==> src/axil_apb_pkg.sv <==
package axil_apb_pkg;

  // --------------------
  // Bus widths
  // --------------------
  localparam int ADDR_WIDTH = 12;
  localparam int DATA_WIDTH = 32;
  localparam int STRB_WIDTH = DATA_WIDTH / 8;
  localparam int PROT_WIDTH = 3;
  localparam int RESP_WIDTH = 2;

  // AXI response codes
  localparam logic [RESP_WIDTH-1:0] RESP_OKAY   = 2'b00;
  localparam logic [RESP_WIDTH-1:0] RESP_SLVERR = 2'b10;

  // --------------------
  // Register map
  // --------------------
  localparam logic [ADDR_WIDTH-1:0] REG_CTRL   = 12'h000;
  localparam logic [ADDR_WIDTH-1:0] REG_LOAD   = 12'h004;
  // Read-only
  localparam logic [ADDR_WIDTH-1:0] REG_COUNT  = 12'h008;
  localparam logic [ADDR_WIDTH-1:0] REG_STATUS = 12'h00C;

  // Bit positions inside CTRL and STATUS
  localparam int CTRL_EN_BIT     = 0;
  localparam int CTRL_RELOAD_BIT = 1;
  localparam int STAT_EXP_BIT    = 0;

  // --------------------
  // Channel structs
  // --------------------
  // Shared by AW and AR
  typedef struct packed {
    logic [ADDR_WIDTH-1:0] addr;
    logic [PROT_WIDTH-1:0] prot;
  } axil_aw_t;

  typedef struct packed {
    logic [DATA_WIDTH-1:0] data;
    logic [STRB_WIDTH-1:0] strb;
  } axil_w_t;

  typedef struct packed {
    logic [ADDR_WIDTH-1:0] paddr;
    logic                  psel;
    logic                  penable;
    logic                  pwrite;
    logic [DATA_WIDTH-1:0] pwdata;
    logic [STRB_WIDTH-1:0] pstrb;
    logic [PROT_WIDTH-1:0] pprot;
  } apb_req_t;

  typedef struct packed {
    logic [DATA_WIDTH-1:0] prdata;
    logic                  pready;
    logic                  pslverr;
  } apb_rsp_t;

  // Register block to timer
  typedef struct packed {
    logic                  enable;
    logic                  auto_reload;
    logic [DATA_WIDTH-1:0] load;
    logic                  load_stb;
  } timer_cfg_t;

  // Timer back to register block
  typedef struct packed {
    logic [DATA_WIDTH-1:0] count;
    logic                  expire;
    logic                  stop;
  } timer_stat_t;

endpackage

==> src/apb_timer_regs.sv <==
`timescale 1ns/10ps

module apb_timer_regs import axil_apb_pkg::*; (
  input  logic        clk,
  input  logic        arst_n,
  input  apb_req_t    apb_req,
  output apb_rsp_t    apb_rsp,
  output timer_cfg_t  cfg,
  input  timer_stat_t stat,
  output logic        irq
);

  // Register contents
  logic                  en_q;
  logic                  reload_q;
  logic [DATA_WIDTH-1:0] load_q;
  logic                  load_stb_q;
  logic                  expired_q;

  // Decode
  logic sel_ctrl;
  logic sel_load;
  logic sel_count;
  logic sel_status;
  logic misaligned;
  logic err;
  logic wr_en;
  logic clr_expired;

  logic [DATA_WIDTH-1:0] rdata;

  // --------------------
  // Address decode
  // --------------------
  // Word decode, the byte offset is judged on its own
  assign sel_ctrl   = (apb_req.paddr[ADDR_WIDTH-1:2] == REG_CTRL[ADDR_WIDTH-1:2]);
  assign sel_load   = (apb_req.paddr[ADDR_WIDTH-1:2] == REG_LOAD[ADDR_WIDTH-1:2]);
  assign sel_count  = (apb_req.paddr[ADDR_WIDTH-1:2] == REG_COUNT[ADDR_WIDTH-1:2]);
  assign sel_status = (apb_req.paddr[ADDR_WIDTH-1:2] == REG_STATUS[ADDR_WIDTH-1:2]);
  assign misaligned = |apb_req.paddr[1:0];

  // Unmapped, misaligned or a write to the read-only counter
  assign err = misaligned
             || !(sel_ctrl || sel_load || sel_count || sel_status)
             || (apb_req.pwrite && sel_count);

  // Writes land on the access-phase edge and only when clean
  assign wr_en = apb_req.psel && apb_req.penable && apb_req.pwrite && !err;

  // W1C on the expired flag, byte 0 carries it
  assign clr_expired = wr_en && sel_status && apb_req.pstrb[0]
                    && apb_req.pwdata[STAT_EXP_BIT];

  // --------------------
  // Register updates
  // --------------------
  always_ff @(posedge clk or negedge arst_n) begin
    if (!arst_n) begin
      en_q       <= 1'b0;
      reload_q   <= 1'b0;
      load_q     <= '0;
      load_stb_q <= 1'b0;
      expired_q  <= 1'b0;
    end else begin
      // One-shot stop from the timer drops enable
      if (stat.stop) begin
        en_q <= 1'b0;
      end
      // A CTRL write in the same cycle overrides the stop
      if (wr_en && sel_ctrl && apb_req.pstrb[0]) begin
        en_q     <= apb_req.pwdata[CTRL_EN_BIT];
        reload_q <= apb_req.pwdata[CTRL_RELOAD_BIT];
      end
      // Byte-merged LOAD
      if (wr_en && sel_load) begin
        for (int i = 0; i < STRB_WIDTH; i++) begin
          if (apb_req.pstrb[i]) begin
            load_q[8*i +: 8] <= apb_req.pwdata[8*i +: 8];
          end
        end
      end
      // Strobe follows the write so the timer sees the new value
      load_stb_q <= wr_en && sel_load;
      // Set beats clear
      if (stat.expire) begin
        expired_q <= 1'b1;
      end else if (clr_expired) begin
        expired_q <= 1'b0;
      end
    end
  end

  // --------------------
  // Read path
  // --------------------
  always_comb begin
    rdata = '0;
    if (sel_ctrl) begin
      rdata[CTRL_EN_BIT]     = en_q;
      rdata[CTRL_RELOAD_BIT] = reload_q;
    end else if (sel_load) begin
      rdata = load_q;
    end else if (sel_count) begin
      rdata = stat.count;
    end else if (sel_status) begin
      rdata[STAT_EXP_BIT] = expired_q;
    end
  end

  // Zero-wait slave
  assign apb_rsp.prdata  = rdata;
  assign apb_rsp.pready  = 1'b1;
  assign apb_rsp.pslverr = apb_req.psel && err;

  // Timer steering
  assign cfg.enable      = en_q;
  assign cfg.auto_reload = reload_q;
  assign cfg.load        = load_q;
  assign cfg.load_stb    = load_stb_q;

  assign irq = expired_q;

endmodule

==> src/axil2apb_bridge.sv <==
`timescale 1ns/10ps

module axil2apb_bridge import axil_apb_pkg::*; (
  input  logic                  clk,
  input  logic                  arst_n,
  // AXI4-Lite write side
  input  axil_aw_t              aw,
  input  logic                  aw_valid,
  output logic                  aw_ready,
  input  axil_w_t               w,
  input  logic                  w_valid,
  output logic                  w_ready,
  output logic [RESP_WIDTH-1:0] b_resp,
  output logic                  b_valid,
  input  logic                  b_ready,
  // AXI4-Lite read side
  input  axil_aw_t              ar,
  input  logic                  ar_valid,
  output logic                  ar_ready,
  output logic [DATA_WIDTH-1:0] r_data,
  output logic [RESP_WIDTH-1:0] r_resp,
  output logic                  r_valid,
  input  logic                  r_ready,
  // APB master side
  output apb_req_t              apb_req,
  input  apb_rsp_t              apb_rsp
);

  // One-hot phase encoding
  typedef enum logic [3:0] {
    ST_IDLE   = 4'b0001,
    ST_SETUP  = 4'b0010,
    ST_ACCESS = 4'b0100,
    ST_RESP   = 4'b1000
  } state_t;

  state_t state_q;
  state_t state_d;

  // Captured request
  logic [ADDR_WIDTH-1:0] addr_q;
  logic [PROT_WIDTH-1:0] prot_q;
  logic [DATA_WIDTH-1:0] data_q;
  logic [STRB_WIDTH-1:0] strb_q;
  logic                  write_q;
  // Captured completion
  logic [DATA_WIDTH-1:0] rdata_q;
  logic                  err_q;

  logic       is_idle;
  logic       done;
  logic       any_grant;
  logic [1:0] arb_req;
  logic [1:0] arb_grant;

  // --------------------
  // Arbitration
  // --------------------
  assign is_idle = (state_q == ST_IDLE);

  // Bit 1 is the write, bit 0 the read
  assign arb_req[1] = aw_valid && w_valid && is_idle;
  assign arb_req[0] = ar_valid && is_idle;

  rr_arb u_arb (
    .clk   (clk),
    .arst_n(arst_n),
    .req   (arb_req),
    .grant (arb_grant)
  );

  assign any_grant = |arb_grant;

  assign aw_ready = arb_grant[1];
  assign w_ready  = arb_grant[1];
  assign ar_ready = arb_grant[0];

  // Access phase ends once the slave is ready
  assign done = (state_q == ST_ACCESS) && apb_rsp.pready;

  // --------------------
  // Phase sequencing
  // --------------------
  always_comb begin
    state_d = state_q;
    unique case (state_q)
      ST_IDLE: begin
        if (any_grant) begin
          state_d = ST_SETUP;
        end
      end
      ST_SETUP: begin
        state_d = ST_ACCESS;
      end
      ST_ACCESS: begin
        if (apb_rsp.pready) begin
          state_d = ST_RESP;
        end
      end
      ST_RESP: begin
        // Wait for the master to take the response
        if ((write_q && b_ready) || (!write_q && r_ready)) begin
          state_d = ST_IDLE;
        end
      end
      default: state_d = ST_IDLE;
    endcase
  end

  always_ff @(posedge clk or negedge arst_n) begin
    if (!arst_n) begin
      state_q <= ST_IDLE;
      write_q <= 1'b0;
    end else begin
      state_q <= state_d;
      if (any_grant) begin
        write_q <= arb_grant[1];
      end
    end
  end

  // Request capture on the accept cycle
  always_ff @(posedge clk) begin
    if (any_grant) begin
      addr_q <= arb_grant[1] ? aw.addr : ar.addr;
      prot_q <= arb_grant[1] ? aw.prot : ar.prot;
      data_q <= w.data;
      strb_q <= w.strb;
    end
  end

  // Completion capture
  always_ff @(posedge clk) begin
    if (done) begin
      rdata_q <= apb_rsp.prdata;
      err_q   <= apb_rsp.pslverr;
    end
  end

  // --------------------
  // Outputs
  // --------------------
  assign apb_req.paddr   = addr_q;
  assign apb_req.psel    = (state_q == ST_SETUP) || (state_q == ST_ACCESS);
  assign apb_req.penable = (state_q == ST_ACCESS);
  assign apb_req.pwrite  = write_q;
  assign apb_req.pwdata  = data_q;
  // Strobes stay low on reads
  assign apb_req.pstrb   = write_q ? strb_q : '0;
  assign apb_req.pprot   = prot_q;

  assign b_valid = (state_q == ST_RESP) && write_q;
  assign b_resp  = err_q ? RESP_SLVERR : RESP_OKAY;
  assign r_valid = (state_q == ST_RESP) && !write_q;
  assign r_resp  = err_q ? RESP_SLVERR : RESP_OKAY;
  assign r_data  = rdata_q;

endmodule

==> src/axil_apb_top.sv <==
`timescale 1ns/10ps

module axil_apb_top import axil_apb_pkg::*; (
  input  logic                  clk,
  input  logic                  arst_n,
  input  axil_aw_t              aw,
  input  logic                  aw_valid,
  output logic                  aw_ready,
  input  axil_w_t               w,
  input  logic                  w_valid,
  output logic                  w_ready,
  output logic [RESP_WIDTH-1:0] b_resp,
  output logic                  b_valid,
  input  logic                  b_ready,
  input  axil_aw_t              ar,
  input  logic                  ar_valid,
  output logic                  ar_ready,
  output logic [DATA_WIDTH-1:0] r_data,
  output logic [RESP_WIDTH-1:0] r_resp,
  output logic                  r_valid,
  input  logic                  r_ready,
  output logic                  irq
);

  // Internal links
  apb_req_t    apb_req;
  apb_rsp_t    apb_rsp;
  timer_cfg_t  cfg;
  timer_stat_t stat;

  // AXI4-Lite to APB
  axil2apb_bridge u_bridge (
    .clk     (clk),
    .arst_n  (arst_n),
    .aw      (aw),
    .aw_valid(aw_valid),
    .aw_ready(aw_ready),
    .w       (w),
    .w_valid (w_valid),
    .w_ready (w_ready),
    .b_resp  (b_resp),
    .b_valid (b_valid),
    .b_ready (b_ready),
    .ar      (ar),
    .ar_valid(ar_valid),
    .ar_ready(ar_ready),
    .r_data  (r_data),
    .r_resp  (r_resp),
    .r_valid (r_valid),
    .r_ready (r_ready),
    .apb_req (apb_req),
    .apb_rsp (apb_rsp)
  );

  // Single APB slave, no decoder
  apb_timer_regs u_regs (
    .clk    (clk),
    .arst_n (arst_n),
    .apb_req(apb_req),
    .apb_rsp(apb_rsp),
    .cfg    (cfg),
    .stat   (stat),
    .irq    (irq)
  );

  timer_core u_timer (
    .clk   (clk),
    .arst_n(arst_n),
    .cfg   (cfg),
    .stat  (stat)
  );

endmodule

==> src/rr_arb.sv <==
`timescale 1ns/10ps

module rr_arb import axil_apb_pkg::*; (
  input  logic       clk,
  input  logic       arst_n,
  input  logic [1:0] req,
  output logic [1:0] grant
);

  // High when requester 1 (write) took the last grant
  logic last_wr_q;

  // Combinational grant, one winner at most
  always_comb begin
    grant = 2'b00;
    unique case (req)
      2'b01: grant = 2'b01;
      2'b10: grant = 2'b10;
      // Contention goes to whoever lost last time
      2'b11: grant = last_wr_q ? 2'b01 : 2'b10;
      default: grant = 2'b00;
    endcase
  end

  // Remember the winner, reset favours the write side
  always_ff @(posedge clk or negedge arst_n) begin
    if (!arst_n) begin
      last_wr_q <= 1'b0;
    end else if (|grant) begin
      last_wr_q <= grant[1];
    end
  end

endmodule

==> src/timer_core.sv <==
`timescale 1ns/10ps

module timer_core import axil_apb_pkg::*; (
  input  logic        clk,
  input  logic        arst_n,
  input  timer_cfg_t  cfg,
  output timer_stat_t stat
);

  logic [DATA_WIDTH-1:0] count_q;
  logic                  at_zero;
  logic                  expire;

  assign at_zero = (count_q == '0);

  // Expiry in each enabled cycle at zero, a pending load takes over
  assign expire = cfg.enable && at_zero && !cfg.load_stb;

  // --------------------
  // Down counter
  // --------------------
  always_ff @(posedge clk or negedge arst_n) begin
    if (!arst_n) begin
      count_q <= '0;
    end else if (cfg.load_stb) begin
      count_q <= cfg.load;
    end else if (expire && cfg.auto_reload) begin
      // Periodic mode restarts on the expiry edge
      count_q <= cfg.load;
    end else if (cfg.enable && !at_zero) begin
      count_q <= count_q - 1'b1;
    end
  end

  // Status back to the register block
  assign stat.count  = count_q;
  assign stat.expire = expire;
  // One-shot mode asks for enable to drop
  assign stat.stop   = expire && !cfg.auto_reload;

endmodule
==> config.mk <==
export PLATFORM = sky130hd
export DESIGN_NAME = axil_apb_top
export DESIGN_NICKNAME = d
export VERILOG_FILES = /design/src/axil_apb_pkg.sv /design/src/apb_timer_regs.sv /design/src/axil2apb_bridge.sv /design/src/axil_apb_top.sv /design/src/rr_arb.sv /design/src/timer_core.sv
export SDC_FILE = /design/constraint.sdc
export NUM_CORES = 1
export LEC_CHECK = 0
export BUFFER_PORTS_ARGS = -buffer_cell sky130_fd_sc_hd__buf_2
export CORE_MARGIN = 3
export CORE_UTILIZATION = 40
export CTS_CLUSTER_DIAMETER = 80
export DETAILED_ROUTE_END_ITERATION = 12
export MAX_ROUTING_LAYER = met4
export PLACE_DENSITY = 0.65
export SYNTH_ARGS = -nofsm -noshare
export SYNTH_HDL_FRONTEND = slang
export SYNTH_SLANG_ARGS = --single-unit
export TNS_END_PERCENT = 50
==> constraint.sdc <==
create_clock -name clk -period 5.65 [get_ports clk]
set_input_delay 1.13 -clock clk [delete_from_list [all_inputs] [get_ports clk]]
set_output_delay 1.13 -clock clk [all_outputs]
set_load 0.01 [all_outputs]
# Yosys cells after proc, flatten, opt, wreduce, memory -nomap -nowiden
# Cells that the tools add are included.
[totals]
wordCells = 98
in_bits = 73
regBits = 154
[op_classes]
mux = 20
reduce_logical = 48
addsub = 1
eq_ne = 12
[op_table]
columns = ["operator", "count"]
rows = [
  ["2-to-1 mux 32 bit", 4],
  ["zero test 32 bit", 1],
  ["subtractor 32 x 1 -> 32 bit (second input constant)", 1],
  ["2-to-1 mux 31 bit", 1],
  ["logical AND 1 bit", 23],
  ["== test 10 x 2 -> 1 bit (second input constant)", 2],
  ["one-hot mux 4 bit (4 select lines)", 1],
  ["2-to-1 mux 12 bit", 1],
  ["2-to-1 mux 4 bit", 3],
  ["== test 10 x 1 -> 1 bit (second input constant)", 1],
  ["zero test 10 bit", 1],
  ["AND reduction 2 bit", 5],
  ["logical OR 1 bit", 7],
  ["zero test 1 bit", 6],
  ["2-to-1 mux 1 bit", 6],
  ["2-to-1 mux 2 bit", 3],
  ["one-hot mux 2 bit (3 select lines)", 1],
  ["== test 2 bit (second input constant)", 2],
  ["== test 4 x 1 -> 1 bit (second input constant)", 1],
  ["== test 4 x 2 -> 1 bit (second input constant)", 1],
  ["== test 4 x 3 -> 1 bit (second input constant)", 1],
  ["== test 4 bit (second input constant)", 1],
  ["nonzero test 2 bit", 2],
  ["OR reduction 2 bit", 2],
  ["other kinds (4)", 4],
]

# Longest topological paths before layout
[logic_depth]
word_depth = 14
ltp_mapped = 10
mapped_depth_nobuf = 7

# By module
# Synthesis repeated with hierarchy kept, for this count alone.
[hier_totals]
hier_cells = 543
area_unflattened_um2 = 7165.6
[by_module_without_submodules]
columns = ["module", "area_each_um2", "n_inst", "seq_area_each_um2", "cells_each"]
rows = [
  ["axil2apb_bridge", 3085.5, 1, 2648.8, 143],
  ["timer_core", 2079.5, 1, 800.8, 243],
  ["apb_timer_regs", 1948.1, 1, 900.9, 151],
  ["rr_arb", 52.6, 1, 25.0, 6],
]

# Least setup slack after synthesis
# No wires, ideal clock.
[synth_path]
path_type = "input to register"
from = "input port aw_valid"
to = "register u_bridge.addr_q[0] (enable)"
n_path_buf = 0
path_slack_ns = 1.795
t_arrival_ns = 3.394
setup_ns = 0.461
path_stages = 2
cell_sequence = "a21oi_1 -> nor2b_1"
[synth_between]
elab_chain_cells = 5
elab_cells_between_ends = 7
classes_between = "eq/ne: 3; mux: 1; reduce/logical: 3"
[synth_lines]
columns = ["item", "line", "source"]
rows = [
  ["start: declaration", "axil_apb_top.sv:7", "input logic aw_valid,"],
  ["logical AND 1 bit (*) (2 in a row)", "axil2apb_bridge.sv:62", "assign arb_req[1] = aw_valid && w_valid && is_idle;"],
  ["== test 2 bit / == test 2 x 1 -> 1 bit (equally long branches)", "rr_arb.sv:16", "unique case (req)"],
  ["one-hot mux 2 bit (3 select lines) (*)", "rr_arb.sv:16", ""],
  ["OR reduction 2 bit (*)", "axil2apb_bridge.sv:72", "assign any_grant = |arb_grant;"],
  ["via u_bridge.any_grant", "axil2apb_bridge.sv:52", "logic any_grant;"],
  ["end signal: assignment", "axil2apb_bridge.sv:125", "addr_q <= arb_grant[1] ? aw.addr : ar.addr;"],
  ["end: declaration", "axil2apb_bridge.sv:41", "logic [ADDR_WIDTH-1:0] addr_q;"],
]
# Mark *: on every way through the listed nets, which the timed path passes. The rest lies on a longest branch.
# A chain may end at the register's enable or synchronous reset.

# Final worst setup path
[layout_path]
from = "register u_bridge.state_q[0]"
to = "output port aw_ready"
[layout_between]
elab_chain_cells = 4
elab_cells_between_ends = 7
classes_between = "eq/ne: 4; mux: 1; reduce/logical: 2"
[layout_lines]
columns = ["item", "line", "source"]
rows = [
  ["start: declaration", "axil2apb_bridge.sv:37", "state_t state_q;"],
  ["start signal: assignment", "axil2apb_bridge.sv:115", "state_q <= state_d;"],
  ["== test 4 x 1 -> 1 bit (*)", "axil2apb_bridge.sv:59", "assign is_idle = (state_q == ST_IDLE);"],
  ["logical AND 1 bit, on equally long branches", "axil2apb_bridge.sv:63, axil2apb_bridge.sv:62", ""],
  ["== test 2 bit / == test 2 x 1 -> 1 bit (equally long branches)", "rr_arb.sv:16", ""],
  ["one-hot mux 2 bit (3 select lines) (*)", "rr_arb.sv:16", ""],
  ["end: declaration", "axil_apb_top.sv:8", "output logic aw_ready,"],
]
# Mark *: on every way between the ends. The rest lies on a longest branch, timed or not.

==> results.md <==
- Commonest non-fill, non-tap cell in the layout: buf_2
- Post-synthesis adder-cell area fraction: 0.359%
- Hpwl dp: approximately 12 mm
- Vias per cell: between 5 and 6
- HP Class: reg -> reg
- Hold-critical path endpoint: u_regs.load_q[26]
- Max Fclk: a little under 0.3 GHz
- RSZ-0062 raised after global routing: false
- Pwr Density: 352 nW/µm²
- H-tree Lvls: 4
- Syn Area/Cell: between 10 and 15 µm²
- Worst path required time: around 4.5 ns
- Core ar.: between 15000 and 20000 µm²
- Reg area: around 4300 µm²
- Synth Area in Simple Gates: around 14%
- Worst-case clock buffer depth: 2
- Setup TNS: 0 ns
- Placed cells: roughly 850
- CTS Hold Bufs: 0
- VDD IR-drop max: around 300 µV
- Compound-Gate Fraction of Synth Area: between 10% and 20%
- Final worst path period need: around 3.5 ns
- Nets: between 700 and 800
- Initial Util: 41.4%
- GR Util All Layers: around a fifth
- Switching Share: about 25%
- Ports: approximately 120
- Crit path kind: reg -> out
- Status: completed
- Post-DR wirelength/cell: around 19 µm
- Fillers: 1515
- Total number of vias: around 5000
- CP Capture Type: primary output
- Reg2Reg Setup Slack: 2.70 ns
- Full die area: ~19000 µm²
- Relative slew slack: between 20% and 30%
- Clock-pin transition on the worst setup and hold timing paths: roughly 0.070 ns
- Clock network power share: between 40% and 50%
- FF+latch count, synth: 154
- Ys flop type: edfxtp_1
- Vias in the first global route: just over 5000
- Post-Synthesis Cells: roughly 550
- CTS tree: yes
- Post-CTS Setup Inserts: 0
- Least-Margin Pin Slew: ~1.1 ns
- Overflow after GRT: 0
- Final hold vios: 0
- Worst skew pair latency: between 0.4 and 0.5 ns
- Main combinational cell family by area after synthesis: simple AND/OR/NAND/NOR gates
- Leak: between 0.003 and 0.004 µW
- CP Launch Type: flop
- RR Startpoint: u_timer.count_q[14]
- Initial antenna violation count: 0
- Port-buffer cells: 106
- Int Power: ~2200 µW
- Crit Path Max Fanout: 13
- Cell Area, Placed: about 7600 µm²
- First-pass GRT wire length: 26.6 mm
- Number of flops mapped to enable cells by yosys: 81
- Final setup vio count: 0
- Sequential share of power: slightly below 50%
- Routed Antenna Nets: 0
- WP data arrival: 2.34 ns
- DRC: 0
- Synth Area in XOR/XNOR: 0%
- Max-cap violations: 0
- Area taken by multi-input logic gates: between 2000 and 2500 µm²
- Ant diodes: 0
- Worst r2r path cells: 5
- CTS resizes: 0
- Post-route cell area: between 8000 and 9000 µm²
- Largest net degree at the start of global routing: 50
- Leading cell types in the layout, fill and taps excluded: buf_2, edfxtp_1, dfrtp_1, nor2_1, mux2_2
- Slew Viols, Final: 0
- Clk_skew: ~0.012 ns
- Mapped cell area: 6960 µm²
- Total iterations of the first detailed-routing run: 5
- CTS root buffer: clkbuf_16
- RePlAce Congestion: between 0.8 and 0.9
- Non-Filler Instances: about 880
- Die Y: 138 µm
- WL final: ~17 mm
- Post-synthesis cell type count: 64
- CTS sink cnt: around 150
- Asr flop ratio synth: 47.4%
- Mux contribution to synthesized area: around 8.2%
- Post-Route Utilization: approximately 50%
- Logic pwr share: between 9 and 10%
- Layout cell share with drive strength beyond 1: between 30% and 40%
- Tcrit/Tclk final: between 60% and 70%
- Ys Warns: 0
- HP Start: u_bridge.data_q[26]
- DR iter-0 viols: 433
- Hold-critical path depth: 1
- CTS Buf Count: 17
- Area growth syn-to-layout: 18.6%
- Core Rows: 47
- FF-to-FF End: u_timer.count_q[0]
- P_sw: just over 700 µW
- Sequential share of the synthesized area: 61.2%
- Die Wd: 138 µm
stage by stage:
stage / total power [µW] / setup WS (ns) / hold slack [ns]
2_1_floorplan: 1600 / 1.80 / 0.454
3_3_place_gp: 1710 / 2.57 / 0.462
3_5_place_dp: 1730 / 2.53 / 0.465
4_1_cts: 2940 / 2.16 / 0.480
5_1_grt: 3020 / 1.93 / 0.482
6_report: 2910 / 2.18 / 0.475
cell families (layout without fill, tap and decap cells):
group | Yosys count | in the layout
buffers and inverters | 49 | 156
adder cells (fa/ha/maj) | 2 | 2
flip-flops | 154 | 154
AO/OA/AOI/OAI | 110 | 110
multiplexers | 50 | 50
AND/OR/NAND/NOR | 187 | 187
other | 1 | 2
cell usage after synthesis (all sizes together) (6+ instances only):
library cell / count / area (µm²)
buf: 20 / 131
or4: 9 / 75.1
clkbuf: 18 / 82.6
mux2: 45 / 507
a221o: 8 / 80.1
dfrtp: 72 / 1800
nor2: 51 / 191
inv: 11 / 41.3
o311ai: 6 / 52.6
edfxtp: 81 / 2430
nand3: 15 / 75.1
nor4: 15 / 113
a21oi: 7 / 35.0
o21ai: 10 / 50.0
nor2b: 6 / 37.5
nand2: 34 / 128
a22oi: 31 / 233
and2: 6 / 37.5
nor3: 19 / 121
o211ai: 8 / 60.1
worst max-delay path: stages, from the launching register on:
cell and delay [ns]:
dfstp_2 0.55, nor4b_1 0.57, nand3_1 0.17, a21o_1 0.35
inv_1 0.12, buf_2 0.13
area by class of cell:
type | count | area share [%]
inverter | 11 | 0.500
clock inverter | 15 | 2.36
multi-input combinational | 351 | 30.0
tap | 220 | 3.33
sequential | 154 | 51.6
clock buffer | 17 | 5.15
timing repair buffer | 113 | 7.06
power by group through the flow:
stage	registers, µW	clock network, µW	logic, µW
finish	1410	1210	283
global placement	1430	0	281
detailed placement	1440	0	291
CTS	1410	1240	292
floorplan	1420	0	178
global route	1430	1280	317
sequential cells by signal, indices dropped and copies added, names as in the netlist:
signal and count:
u_bridge.data_q 32, u_regs.load_stb_q 1, u_bridge.r_data 32, u_timer.count_q 32, u_regs.irq 1, u_bridge.write_q 1
u_bridge.state_q 4, u_bridge.strb_q 4, u_regs.en_q 1, u_bridge.addr_q 12, u_regs.load_q 32, u_bridge.err_q 1
u_regs.reload_q 1
per-layer routing:
layer	up-vias	track usage, %	share of wire [%]	wire (µm)
met4	0	7.08	1.5	250
met2	172	29.2	47	7930
li1	2319	-	-	-
met1	2458	24.2	45	7640
met3	28	4.64	6.0	1010
met5	-	-	0	0
worst max path at each step:
| stage | cells past startpoint | endpoint | slack, ns | startpoint |
|---|---|---|---|---|
| 6_report | 5 | aw_ready | 2.18 | u_bridge.state_q[0] |
| 5_1_grt | 5 | w_ready | 1.93 | u_bridge.state_q[0] |
| 4_1_cts | 5 | aw_ready | 2.16 | u_bridge.state_q[0] |
| 3_5_place_dp | 5 | aw_ready | 2.53 | aw_valid |
| 3_3_place_gp | 5 | aw_ready | 2.57 | aw_valid |
| 2_1_floorplan | 2 | u_bridge.addr_q[0] | 1.80 | aw_valid |
No activity file was read; power rests on OpenSTA's default activity.
